$ cat src/design/ctrlPkg.sv
`default_nettype none

package ctrlPkg;

    typedef logic [5:0] opcodeT;
    typedef logic [3:0] aluOpT;
    typedef logic [2:0] branchOpT;
    typedef logic [2:0] stackOpT;
    typedef logic [3:0] stepT;   // step within one instruction, 0..8

    //////////////////////////////////////////////////////////////////////
    // opcodes
    //////////////////////////////////////////////////////////////////////

    localparam opcodeT OP_RTYPE = 6'd0;
    localparam opcodeT OP_ADDI  = 6'd1;
    localparam opcodeT OP_SUBI  = 6'd2;
    localparam opcodeT OP_ANDI  = 6'd3;
    localparam opcodeT OP_ORI   = 6'd4;
    localparam opcodeT OP_XORI  = 6'd5;
    localparam opcodeT OP_NOTI  = 6'd6;
    localparam opcodeT OP_SLAI  = 6'd7;
    localparam opcodeT OP_SRLI  = 6'd8;
    localparam opcodeT OP_SRAI  = 6'd9;
    localparam opcodeT OP_BR    = 6'd10;
    localparam opcodeT OP_BMI   = 6'd11;
    localparam opcodeT OP_BPL   = 6'd12;
    localparam opcodeT OP_BZ    = 6'd13;
    localparam opcodeT OP_LD    = 6'd14;
    localparam opcodeT OP_ST    = 6'd15;
    localparam opcodeT OP_MOVE  = 6'd18;
    localparam opcodeT OP_PUSH  = 6'd19;
    localparam opcodeT OP_POP   = 6'd20;
    localparam opcodeT OP_CALL  = 6'd21;
    localparam opcodeT OP_HALT  = 6'd22;
    localparam opcodeT OP_NOP   = 6'd23;
    localparam opcodeT OP_RET   = 6'd24;
    localparam opcodeT OP_NORI  = 6'd25;   // late additions to the i-type set
    localparam opcodeT OP_SLTI  = 6'd26;
    localparam opcodeT OP_SGTI  = 6'd27;

    //////////////////////////////////////////////////////////////////////
    // control field encodings
    //////////////////////////////////////////////////////////////////////

    localparam aluOpT ALU_PASS = 4'd0;
    localparam aluOpT ALU_ADD  = 4'd1;   // addresses, branches, move, stack

    localparam branchOpT BR_NONE   = 3'd0;
    localparam branchOpT BR_ALWAYS = 3'd1;
    localparam branchOpT BR_PLUS   = 3'd2;
    localparam branchOpT BR_MINUS  = 3'd3;
    localparam branchOpT BR_ZERO   = 3'd4;

    localparam stackOpT ST_NONE = 3'd0;
    localparam stackOpT ST_PUSH = 3'd1;
    localparam stackOpT ST_POP  = 3'd2;
    localparam stackOpT ST_CALL = 3'd3;
    localparam stackOpT ST_RET  = 3'd4;

    localparam stepT SETUP_STEP = 4'd3;   // static fields load here

    typedef enum logic [3:0] {
        CL_ALU,      // r-type, i-type alu and move
        CL_BRANCH,
        CL_LOAD,
        CL_STORE,
        CL_PUSH,
        CL_POP,
        CL_CALL,
        CL_RET,
        CL_HALT,
        CL_NOP
    } instrClassT;

    // full control word, 16 bits
    typedef struct packed {
        branchOpT branchOp;
        aluOpT    aluOp;
        logic     aluSrc;
        logic     memR;
        logic     memW;
        logic     regW;
        logic     regDst;
        logic     memToReg;
        stackOpT  stackOp;
    } ctrlWordT;

    typedef struct packed {
        branchOpT branchOp;
        aluOpT    aluOp;
        logic     aluSrc;
        stackOpT  stackOp;
    } staticCtrlT;

endpackage

`default_nettype wire

$ cat src/design/controlUnit.sv
`timescale 1ns/1ns
`default_nettype none

module controlUnit (
    input  wire                clk,
    input  wire                rst,
    input  ctrlPkg::opcodeT    opcode,
    input  wire                intReq,
    output ctrlPkg::ctrlWordT  ctrl,
    output logic               updatePC
);

    // decoder to sequencer and strobes
    ctrlPkg::instrClassT instrClass;
    ctrlPkg::staticCtrlT staticCtrl;
    logic                rTypeDst;
    ctrlPkg::stepT       lastStep;
    logic                isHalt;

    // sequencer outputs
    logic                capture;
    ctrlPkg::stepT       step;
    logic                running;
    logic                finish;

    //////////////////////////////////////////////////////////////////////
    // blocks
    //////////////////////////////////////////////////////////////////////

    opcodeDecoder decoder (
        .clk        (clk),
        .rst        (rst),
        .opcode     (opcode),
        .capture    (capture),
        .instrClass (instrClass),
        .staticCtrl (staticCtrl),
        .rTypeDst   (rTypeDst),
        .lastStep   (lastStep),
        .isHalt     (isHalt)
    );

    stepSequencer sequencer (
        .clk      (clk),
        .rst      (rst),
        .lastStep (lastStep),
        .isHalt   (isHalt),
        .intReq   (intReq),
        .capture  (capture),
        .step     (step),
        .running  (running),
        .finish   (finish)
    );

    strobeGenerator strobes (
        .clk        (clk),
        .rst        (rst),
        .instrClass (instrClass),
        .staticCtrl (staticCtrl),
        .rTypeDst   (rTypeDst),
        .step       (step),
        .running    (running),
        .finish     (finish),
        .ctrl       (ctrl),
        .updatePC   (updatePC)
    );

endmodule

`default_nettype wire

$ cat src/design/opcodeDecoder.sv
`timescale 1ns/1ns
`default_nettype none

module opcodeDecoder (
    input  wire                  clk,
    input  wire                  rst,
    input  ctrlPkg::opcodeT      opcode,
    input  wire                  capture,
    output ctrlPkg::instrClassT  instrClass,
    output ctrlPkg::staticCtrlT  staticCtrl,
    output logic                 rTypeDst,
    output ctrlPkg::stepT        lastStep,
    output logic                 isHalt
);

    // last step per class, period is lastStep + 2
    localparam ctrlPkg::stepT LAST_SHORT = 4'd4;   // halt, nop
    localparam ctrlPkg::stepT LAST_ALU   = 4'd5;   // alu, branch
    localparam ctrlPkg::stepT LAST_MEM   = 4'd6;   // load, store, push, ret
    localparam ctrlPkg::stepT LAST_CALL  = 4'd7;
    localparam ctrlPkg::stepT LAST_POP   = 4'd8;

    ctrlPkg::opcodeT instrReg;

    // instruction register, loads on the edge that ends fetch
    always_ff @(posedge clk) begin
        if (rst) begin
            instrReg <= ctrlPkg::OP_NOP;
        end else if (capture) begin
            instrReg <= opcode;
        end
    end

    //////////////////////////////////////////////////////////////////////
    // opcode table
    //////////////////////////////////////////////////////////////////////

    always_comb begin
        // defaults describe a nop
        instrClass          = ctrlPkg::CL_NOP;
        staticCtrl.branchOp = ctrlPkg::BR_NONE;
        staticCtrl.aluOp    = ctrlPkg::ALU_PASS;
        staticCtrl.aluSrc   = 1'b0;
        staticCtrl.stackOp  = ctrlPkg::ST_NONE;
        rTypeDst            = 1'b0;
        lastStep            = LAST_SHORT;

        case (instrReg)
            ctrlPkg::OP_RTYPE: begin
                instrClass = ctrlPkg::CL_ALU;
                rTypeDst   = 1'b1;   // result goes to rd
                lastStep   = LAST_ALU;
            end
            ctrlPkg::OP_ADDI, ctrlPkg::OP_SUBI, ctrlPkg::OP_ANDI, ctrlPkg::OP_ORI,
            ctrlPkg::OP_XORI, ctrlPkg::OP_NOTI, ctrlPkg::OP_SLAI, ctrlPkg::OP_SRLI,
            ctrlPkg::OP_SRAI, ctrlPkg::OP_NORI, ctrlPkg::OP_SLTI, ctrlPkg::OP_SGTI: begin
                instrClass        = ctrlPkg::CL_ALU;
                staticCtrl.aluOp  = instrReg[3:0];   // alu op straight from opcode
                staticCtrl.aluSrc = 1'b1;
                lastStep          = LAST_ALU;
            end
            ctrlPkg::OP_MOVE: begin
                // rt = rs + 0
                instrClass        = ctrlPkg::CL_ALU;
                staticCtrl.aluOp  = ctrlPkg::ALU_ADD;
                staticCtrl.aluSrc = 1'b1;
                lastStep          = LAST_ALU;
            end
            ctrlPkg::OP_BR, ctrlPkg::OP_BPL, ctrlPkg::OP_BMI, ctrlPkg::OP_BZ: begin
                instrClass        = ctrlPkg::CL_BRANCH;
                staticCtrl.aluOp  = ctrlPkg::ALU_ADD;   // pc + imm
                staticCtrl.aluSrc = 1'b1;
                lastStep          = LAST_ALU;
                case (instrReg)
                    ctrlPkg::OP_BR:  staticCtrl.branchOp = ctrlPkg::BR_ALWAYS;
                    ctrlPkg::OP_BPL: staticCtrl.branchOp = ctrlPkg::BR_PLUS;
                    ctrlPkg::OP_BMI: staticCtrl.branchOp = ctrlPkg::BR_MINUS;
                    default:         staticCtrl.branchOp = ctrlPkg::BR_ZERO;
                endcase
            end
            ctrlPkg::OP_LD, ctrlPkg::OP_ST: begin
                instrClass        = (instrReg == ctrlPkg::OP_LD) ? ctrlPkg::CL_LOAD
                                                                 : ctrlPkg::CL_STORE;
                staticCtrl.aluOp  = ctrlPkg::ALU_ADD;   // base + offset
                staticCtrl.aluSrc = 1'b1;
                lastStep          = LAST_MEM;
            end
            ctrlPkg::OP_PUSH: begin
                instrClass         = ctrlPkg::CL_PUSH;
                staticCtrl.aluOp   = ctrlPkg::ALU_ADD;
                staticCtrl.aluSrc  = 1'b1;
                staticCtrl.stackOp = ctrlPkg::ST_PUSH;
                lastStep           = LAST_MEM;
            end
            ctrlPkg::OP_POP: begin
                instrClass         = ctrlPkg::CL_POP;
                staticCtrl.aluOp   = ctrlPkg::ALU_ADD;
                staticCtrl.aluSrc  = 1'b1;
                staticCtrl.stackOp = ctrlPkg::ST_POP;
                lastStep           = LAST_POP;   // two register writes
            end
            ctrlPkg::OP_CALL: begin
                instrClass         = ctrlPkg::CL_CALL;
                staticCtrl.aluOp   = ctrlPkg::ALU_ADD;
                staticCtrl.aluSrc  = 1'b1;
                staticCtrl.stackOp = ctrlPkg::ST_CALL;
                lastStep           = LAST_CALL;
            end
            ctrlPkg::OP_RET: begin
                instrClass         = ctrlPkg::CL_RET;
                staticCtrl.aluOp   = ctrlPkg::ALU_ADD;
                staticCtrl.aluSrc  = 1'b1;
                staticCtrl.stackOp = ctrlPkg::ST_RET;
                lastStep           = LAST_MEM;
            end
            ctrlPkg::OP_HALT: begin
                instrClass = ctrlPkg::CL_HALT;
            end
            default: ;   // nop and unknown opcodes
        endcase
    end

    assign isHalt = (instrClass == ctrlPkg::CL_HALT);

endmodule

`default_nettype wire

$ cat src/design/stepSequencer.sv
`timescale 1ns/1ns
`default_nettype none

module stepSequencer (
    input  wire            clk,
    input  wire            rst,
    input  ctrlPkg::stepT  lastStep,
    input  wire            isHalt,
    input  wire            intReq,
    output logic           capture,
    output ctrlPkg::stepT  step,
    output logic           running,
    output logic           finish
);

    typedef enum logic [1:0] {
        SEQ_FETCH,
        SEQ_RUN,
        SEQ_WAIT   // halt parked at the setup step
    } seqStateT;

    seqStateT      state;
    ctrlPkg::stepT stepCnt;
    logic          haltHold;

    // halt stays put at the setup step without an interrupt
    assign haltHold = isHalt && !intReq && (stepCnt == ctrlPkg::SETUP_STEP);

    //////////////////////////////////////////////////////////////////////
    // state and step counter
    //////////////////////////////////////////////////////////////////////

    always_ff @(posedge clk) begin
        if (rst) begin
            state   <= SEQ_FETCH;
            stepCnt <= '0;
        end else begin
            case (state)
                SEQ_FETCH: begin
                    state <= SEQ_RUN;   // opcode captured on this edge
                end
                SEQ_RUN: begin
                    if (finish) begin
                        state   <= SEQ_FETCH;
                        stepCnt <= '0;
                    end else if (haltHold) begin
                        state <= SEQ_WAIT;
                    end else begin
                        stepCnt <= stepCnt + ctrlPkg::stepT'(1);
                    end
                end
                SEQ_WAIT: begin
                    if (intReq) begin
                        state   <= SEQ_RUN;
                        stepCnt <= stepCnt + ctrlPkg::stepT'(1);
                    end
                end
                default: begin
                    state   <= SEQ_FETCH;
                    stepCnt <= '0;
                end
            endcase
        end
    end

    assign capture = (state == SEQ_FETCH);
    assign running = (state != SEQ_FETCH);
    assign step    = stepCnt;
    assign finish  = running && (stepCnt == lastStep);   // high during the last step

endmodule

`default_nettype wire

$ cat src/design/strobeGenerator.sv
`timescale 1ns/1ns
`default_nettype none

module strobeGenerator (
    input  wire                  clk,
    input  wire                  rst,
    input  ctrlPkg::instrClassT  instrClass,
    input  ctrlPkg::staticCtrlT  staticCtrl,
    input  wire                  rTypeDst,
    input  ctrlPkg::stepT        step,
    input  wire                  running,
    input  wire                  finish,
    output ctrlPkg::ctrlWordT    ctrl,
    output logic                 updatePC
);

    logic setupDst;
    logic setupMemToReg;

    // register destination and write source at setup
    always_comb begin
        case (instrClass)
            ctrlPkg::CL_ALU:  setupDst = rTypeDst;
            ctrlPkg::CL_PUSH,
            ctrlPkg::CL_CALL,
            ctrlPkg::CL_RET:  setupDst = 1'b1;   // sp lives in rd
            default:          setupDst = 1'b0;
        endcase
        setupMemToReg = (instrClass == ctrlPkg::CL_POP);   // pop writes lmd first
    end

    //////////////////////////////////////////////////////////////////////
    // control word register
    //////////////////////////////////////////////////////////////////////

    always_ff @(posedge clk) begin
        if (rst) begin
            ctrl     <= '0;
            updatePC <= 1'b0;
        end else begin
            updatePC <= finish;   // lands in the following fetch cycle

            if (running && step == ctrlPkg::SETUP_STEP) begin
                ctrl.branchOp <= staticCtrl.branchOp;
                ctrl.aluOp    <= staticCtrl.aluOp;
                ctrl.aluSrc   <= staticCtrl.aluSrc;
                ctrl.stackOp  <= staticCtrl.stackOp;
                ctrl.regDst   <= setupDst;
                ctrl.memToReg <= setupMemToReg;
                ctrl.memR     <= 1'b0;
                ctrl.memW     <= 1'b0;
                ctrl.regW     <= 1'b0;
            end else if (running) begin
                // tail strobes
                case (instrClass)
                    ctrlPkg::CL_ALU: begin
                        case (step)
                            4'd4: ctrl.regW <= 1'b1;
                            4'd5: ctrl.regW <= 1'b0;
                            default: ;
                        endcase
                    end
                    ctrlPkg::CL_LOAD: begin
                        case (step)
                            4'd4: ctrl.memR <= 1'b1;
                            4'd5: begin
                                ctrl.memR     <= 1'b0;
                                ctrl.memToReg <= 1'b1;
                                ctrl.regW     <= 1'b1;
                            end
                            4'd6: begin
                                ctrl.memToReg <= 1'b0;
                                ctrl.regW     <= 1'b0;
                            end
                            default: ;
                        endcase
                    end
                    ctrlPkg::CL_STORE: begin
                        case (step)
                            4'd5: ctrl.memW <= 1'b1;   // step 4 leaves the address settling
                            4'd6: ctrl.memW <= 1'b0;
                            default: ;
                        endcase
                    end
                    ctrlPkg::CL_PUSH, ctrlPkg::CL_CALL: begin
                        // sp update, then the memory write
                        case (step)
                            4'd4: ctrl.regW <= 1'b1;
                            4'd5: begin
                                ctrl.regW <= 1'b0;
                                ctrl.memW <= 1'b1;
                            end
                            4'd6: ctrl.memW <= 1'b0;
                            default: ;
                        endcase
                    end
                    ctrlPkg::CL_POP: begin
                        case (step)
                            4'd4: ctrl.memR <= 1'b1;
                            4'd5: begin
                                ctrl.memR <= 1'b0;
                                ctrl.regW <= 1'b1;   // rt from memory
                            end
                            4'd6: begin
                                ctrl.regW     <= 1'b0;
                                ctrl.regDst   <= 1'b1;
                                ctrl.memToReg <= 1'b0;
                            end
                            4'd7: ctrl.regW <= 1'b1;   // sp into rd
                            4'd8: ctrl.regW <= 1'b0;
                            default: ;
                        endcase
                    end
                    ctrlPkg::CL_RET: begin
                        case (step)
                            4'd4: ctrl.memR <= 1'b1;   // return address
                            4'd5: begin
                                ctrl.memR <= 1'b0;
                                ctrl.regW <= 1'b1;
                            end
                            4'd6: ctrl.regW <= 1'b0;
                            default: ;
                        endcase
                    end
                    default: ;   // branch, halt, nop drive no strobes
                endcase
            end
        end
    end

endmodule

`default_nettype wire

$ cat config.mk
export PLATFORM = sky130hd
export DESIGN_NAME = controlUnit
export DESIGN_NICKNAME = d
export VERILOG_FILES = /design/src/design/ctrlPkg.sv /design/src/design/controlUnit.sv /design/src/design/opcodeDecoder.sv /design/src/design/stepSequencer.sv /design/src/design/strobeGenerator.sv
export SDC_FILE = /design/constraint.sdc
export NUM_CORES = 1
export LEC_CHECK = 0
export BUFFER_PORTS_ARGS = -buffer_cell sky130_fd_sc_hd__buf_2
export CORE_MARGIN = 10
export CORE_UTILIZATION = 50
export DETAILED_ROUTE_END_ITERATION = 10
export GPL_ROUTABILITY_DRIVEN = 0
export PLACE_DENSITY = 0.71
export SLEW_MARGIN = 20
export SYNTH_ARGS = -nofsm -noshare
export SYNTH_HDL_FRONTEND = slang
export SYNTH_SLANG_ARGS = --single-unit
$ cat constraint.sdc
create_clock -name clk -period 2.5 [get_ports clk]
set_clock_uncertainty 0.2 [all_clocks]
set_input_delay 0.5 -clock clk [delete_from_list [all_inputs] [get_ports clk]]
set_output_delay 0.5 -clock clk [all_outputs]
set_load 0.005 [all_outputs]
# [Word level (Yosys, flattened, before mapping)]
# Cells that the tools add are included.
[classes] addsub=1 mul=0 div=0 order_cmp=0 eq_ne=48 shift=0 muxes=26 bitwise=1 reduce_logical=38
[op_table] cell="== test 6 x 5 -> 1 bit, second input constant" n=9
[op_table] cell="== test 6 x 4 -> 1 bit, second input constant" n=8
[op_table] cell="== test 4 x 3 -> 1 bit, second input constant" n=8
[op_table] cell="case mux 4 bit (8 select lines)" n=1
[op_table] cell="== test 6 x 3 -> 1 bit, second input constant" n=4
[op_table] cell="OR reduction 18 bit" n=1
[op_table] cell="case mux 4 bit (4 select lines)" n=1
[op_table] cell="OR reduction 14 bit" n=1
[op_table] cell="== test 4 x 2 -> 1 bit, second input constant" n=3
[op_table] cell="== test 6 x 2 -> 1 bit, second input constant" n=2
[op_table] cell="two-way mux 2 bit" n=6
[op_table] cell="two-way mux 4 bit" n=3
[op_table] cell="case mux 3 bit (4 select lines)" n=1
[op_table] cell="case mux 4 bit (3 select lines)" n=1
[op_table] cell="AND reduction 3 bit" n=4
[op_table] cell="nonzero test 2 bit" n=6
[op_table] cell="OR reduction 12 bit" n=1
[op_table] cell="OR reduction 3 bit" n=4
[op_table] cell="OR reduction 11 bit" n=1
[op_table] cell="case mux 1 bit (2 select lines)" n=5
[op_table] cell="case mux 5 bit (2 select lines)" n=1
[op_table] cell="OR reduction 2 bit" n=5
[op_table] cell="inequality test 3 x 1 -> 1 bit, second input constant" n=3
[op_table] cell="case mux 3 bit (3 select lines)" n=1
[op_table] cell="other kinds (25)" n=34
[word_totals] regBits=29 latchBits=0 ram_bits=0 mem_bits_ro=0 input_bits=9 output_inout_bits=17 wordCells=127 mem_count=0

# [Logic depth before layout (Yosys ltp)]
[logic_depth] ltp_word=9 depth_mapped=9 mapped_depth_nobuf=8

# [Hierarchy]
# From an unflattened synthesis, not the netlist that was laid out.
[hier_totals] hier_cells=273 area_unflattened_um2=2114.5
[modules_own_cells] mod="strobeGenerator" instances=1 cells_per_inst=116 area_each_um2=944.7 seq_area_each_um2=340.3
[modules_own_cells] mod="opcodeDecoder" instances=1 cells_per_inst=98 area_each_um2=655.6 seq_area_each_um2=120.1
[modules_own_cells] mod="stepSequencer" instances=1 cells_per_inst=59 area_each_um2=514.2 seq_area_each_um2=120.1

# [Least setup slack after synthesis]
# OpenSTA, ideal clock, no wires.
[synth_timing] kind="register -> register" startpoint="register decoder.instrReg[3]" endpoint="register sequencer.state[0]" setup_ns=0.116 arrival_time_ns=1.960 required_time_ns=2.184 setup_slack_ns=0.224 path_stages_with_launch=9 n_path_buf=1 period_less_slack_ns=2.276 path_cell_list="dfxtp_1 -> buf_4 -> nand2b_1 -> o22a_1 -> a2111oi_0 -> a211o_1 -> o21ai_2 -> a311o_1 -> o211a_1"
[synth_between] elab_chain_len=8 elab_cells_between_ends=42 classes_between="27 x eq/ne; 5 x mux; 10 x reduce/logical"
[synth_lines] element="start, declared" line="opcodeDecoder.sv:23" source="ctrlPkg::opcodeT instrReg;"
[synth_lines] element="start signal, assigned" line="opcodeDecoder.sv:28" source="instrReg <= ctrlPkg::OP_NOP;"
[synth_lines] element="start signal, assigned" line="opcodeDecoder.sv:30" source="instrReg <= opcode;"
[synth_lines] element="== test 6 x 1 -> 1 bit (tied with other cells)" line="opcodeDecoder.sv:48" source="case (instrReg)"
[synth_lines] element="OR reduction 14 bit (no line) (tied with other cells)"
[synth_lines] element="case mux 4 bit (8 select lines)" line="opcodeDecoder.sv:48"
[synth_lines] element="== test 4 bit" line="opcodeDecoder.sv:123" source="assign isHalt = (instrClass == ctrlPkg::CL_HALT);"
[synth_lines] element="logical AND 1 bit (2 in a row)" line="stepSequencer.sv:27" source="assign haltHold = isHalt && !intReq && (stepCnt == ctrlPkg::SETUP_STEP);"
[synth_lines] element="inequality test 3 x 1 -> 1 bit (no line)"
[synth_lines] element="AND reduction 2 bit (no line)"
[synth_lines] element="end signal, assigned" line="stepSequencer.sv:35" source="state <= SEQ_FETCH;"
[synth_lines] element="end signal, assigned" line="stepSequencer.sv:40" source="state <= SEQ_RUN;"
[synth_lines] element="end signal, assigned" line="stepSequencer.sv:44" source="state <= SEQ_FETCH;"
[synth_lines] element="end, declared" line="stepSequencer.sv:22" source="seqStateT state;"
# Several ways; a longest one is shown, not always the timed one.
# A chain may end at the register's enable or synchronous reset.

# [Final worst setup path]
[layout_timing] startpoint="register decoder.instrReg[0]" endpoint="register sequencer.state[0]"
# The elaborated chain is that of the path after synthesis.

==> reports/metrics.yaml <==
power_leakage_nw: 1.01
pre_cts_slack_ns: 0.0748
finalWirelength_mm: 4.89
cts_setup_buffers: 0
ant_nets: 0
ys_warn_count: 0
cp_max_fo: 8
die_w_um: 81.9
placed_area_um2: 2250
synthCells: 240
startpoint_type: "flip-flop"
rows: 22
synthesis.nets: 256
initial_utilization_pct: 51.9
synth_seq_area_share_pct: 30.3
clk_pin_slew_ns: 0.07
ys_types: 59
cts_sinks: 29
netlist_area_um2: 1920
design_area_um2: 2360
fin_crit_sh_pct: 96.3
vias: 1893
synth_top_area_cell: "dfxtp_1"
final_cell_mix: "30 x buf_4, 25 x dfxtp_1, 25 x buf_2"
detailed_place_hpwl_mm: 3.79
end_kind: "flip-flop"
clockBufferDepth: 2
finalPower_mw: 1.22
synth_edf_count: 0
grt_pass1_wl_mm: 8.26
htreeDepth: 2
cts_root_buf: "clkbuf_8"
grt_pass1_vias: 1807
drt_pass1_iterations: 6
port_buffers: 25
fp.dieH_um: 81.9
run_status: "complete, no violations"
slew_viol_final: 0
setup_viol: 0
finalNonFillerCells: 334
antenna_found_initial: 0
fin_util_pct: 64.0
grt_max_degree: 18
async_flop_share_pct: 0
tightest_slew_ns: 0.417
cellPowerDensity_nw_per_um2: 516
core_area_um2: 3690
postSynthAreaPerCell_um2: 7.98
ios: 26
ys.flop_type: "dfxtp_1"
worstPathRequired_ns: 2.48
drv_cap: 0
cts_hold_buf: 0
die_area_um2: 6710
clock.fmax_ghz: 0.416
fin_nets: 301
n_antenna_cell: 0
vias_per_cell: 5.67
drc: 0
arrival_ns: 2.39
hold_path.class: "in2reg"
cts_tree: "built"
fillers: 330
wl_per_cell_um: 14.6
drtIter0Drc: 115
ir_worst_vdd_v: 0.000297
criticalPathCategory: "reg2reg"
cts_made_buffers: 5
fin_ws_ns: 0.0936
yosys.area.top_type_share_pct: 30.3
min_period_ns: 2.41
maxSlewHeadroom_pct: 72.1
hold_viol_final: 0
tns_ns: 0
insertion_delay_ns: 0.29
drive_gt1_share_pct: 29.4
grt_setup_unrepaired: "no"
final_common_cell: "buf_4"
holdWs_ns: 0.228
synth_seq_cells: 29
grt_overflow: 0
grtUsageTotal_pct: 15.2
syn2layout_area_growth_pct: 23.3
dp_cells: 326
synth_area_leaders: "dfxtp_1 30%, a21oi_1 5.5%, ha_1 4.6%"
## registers in the layout, summed over array words and instances (netlist names)
signal / cells
strobes.ctrl: 16
decoder.instrReg: 6
sequencer.step: 4
sequencer.state: 2
strobes.updatePC: 1
## Yosys cell counts (all sizes together), types with 3 or more instances
cell / number
nand2: 22
nand3: 7
a211o: 4
a22oi: 4
o21ai: 14
a31oi: 6
a22o: 3
mux2i: 7
nor3: 10
ha: 7
a2111oi: 3
clkbuf: 11
inv: 9
nor2b: 7
nor2: 21
buf: 6
dfxtp: 29
nand2b: 6
a21oi: 22
or3: 3
or2: 4
## path summary, 6_finish.rpt
kind	startpoint	end	slack, ns	cells after the start
max	decoder.instrReg[0]	sequencer.state[0]	0.09	7
min	opcode[1]	decoder.instrReg[1]	0.23	3
max reg2reg	decoder.instrReg[0]	sequencer.state[0]	0.09	7
min reg2reg	strobes.ctrl[13]	strobes.ctrl[13]	0.25	2
## power by group
group	leakage (nW)	internal, mW	switching [mW]
sequential	0.235	0.476	0.0249
combinational	0.720	0.129	0.152
clock	0.0542	0.248	0.188
## critical path: stages, from the launching register on
cell and delay (ns):
dfxtp_1 0.50, nand2_1 0.13, o22a_1 0.21, a2111oi_0 0.42, a211o_1 0.26, o21ai_2 0.10, a311o_1 0.35, o211a_1 0.12
## final cells by class
| cell class | instances | area, µm² | share of cell area [%] |
|---|---|---|---|
| clock buffer | 7 | 96.3 | 4.08 |
| clock inverter | 1 | 5.00 | 0.212 |
| inverter | 9 | 33.8 | 1.43 |
| multi-input combinational | 185 | 1230 | 52.1 |
| sequential | 29 | 586 | 24.8 |
| tap | 48 | 60.1 | 2.54 |
| timing repair buffer | 55 | 350 | 14.8 |
## layer usage
metal / track usage [%] / vias to the layer above / wire, µm
li1: - / 963 / -
met1: 18.6 / 870 / 2130
met2: 25.1 / 48 / 2340
met3: 2.84 / 12 / 303
met4: 7.31 / 0 / 118
met5: 0 / - / 0
## kinds of logic after synthesis
kind of cell / Yosys count / synth area share [%]
compound gates: 73 / 27.5
mux: 8 / 4.25
flops: 29 / 30.3
simple gates: 96 / 27.2
xor+xnor: 1 / 0.457
buf+inv: 26 / 5.68
fa+ha+maj: 7 / 4.57
## what timing repair did
| item | in CTS | in global routing |
|---|---|---|
| endpoints found under the hold margin | 0 | 0 |
| gates resized for setup | 0 | 5 |
| setup endpoints to repair | 0 | 8 |
(Power assumes the default switching activity.)
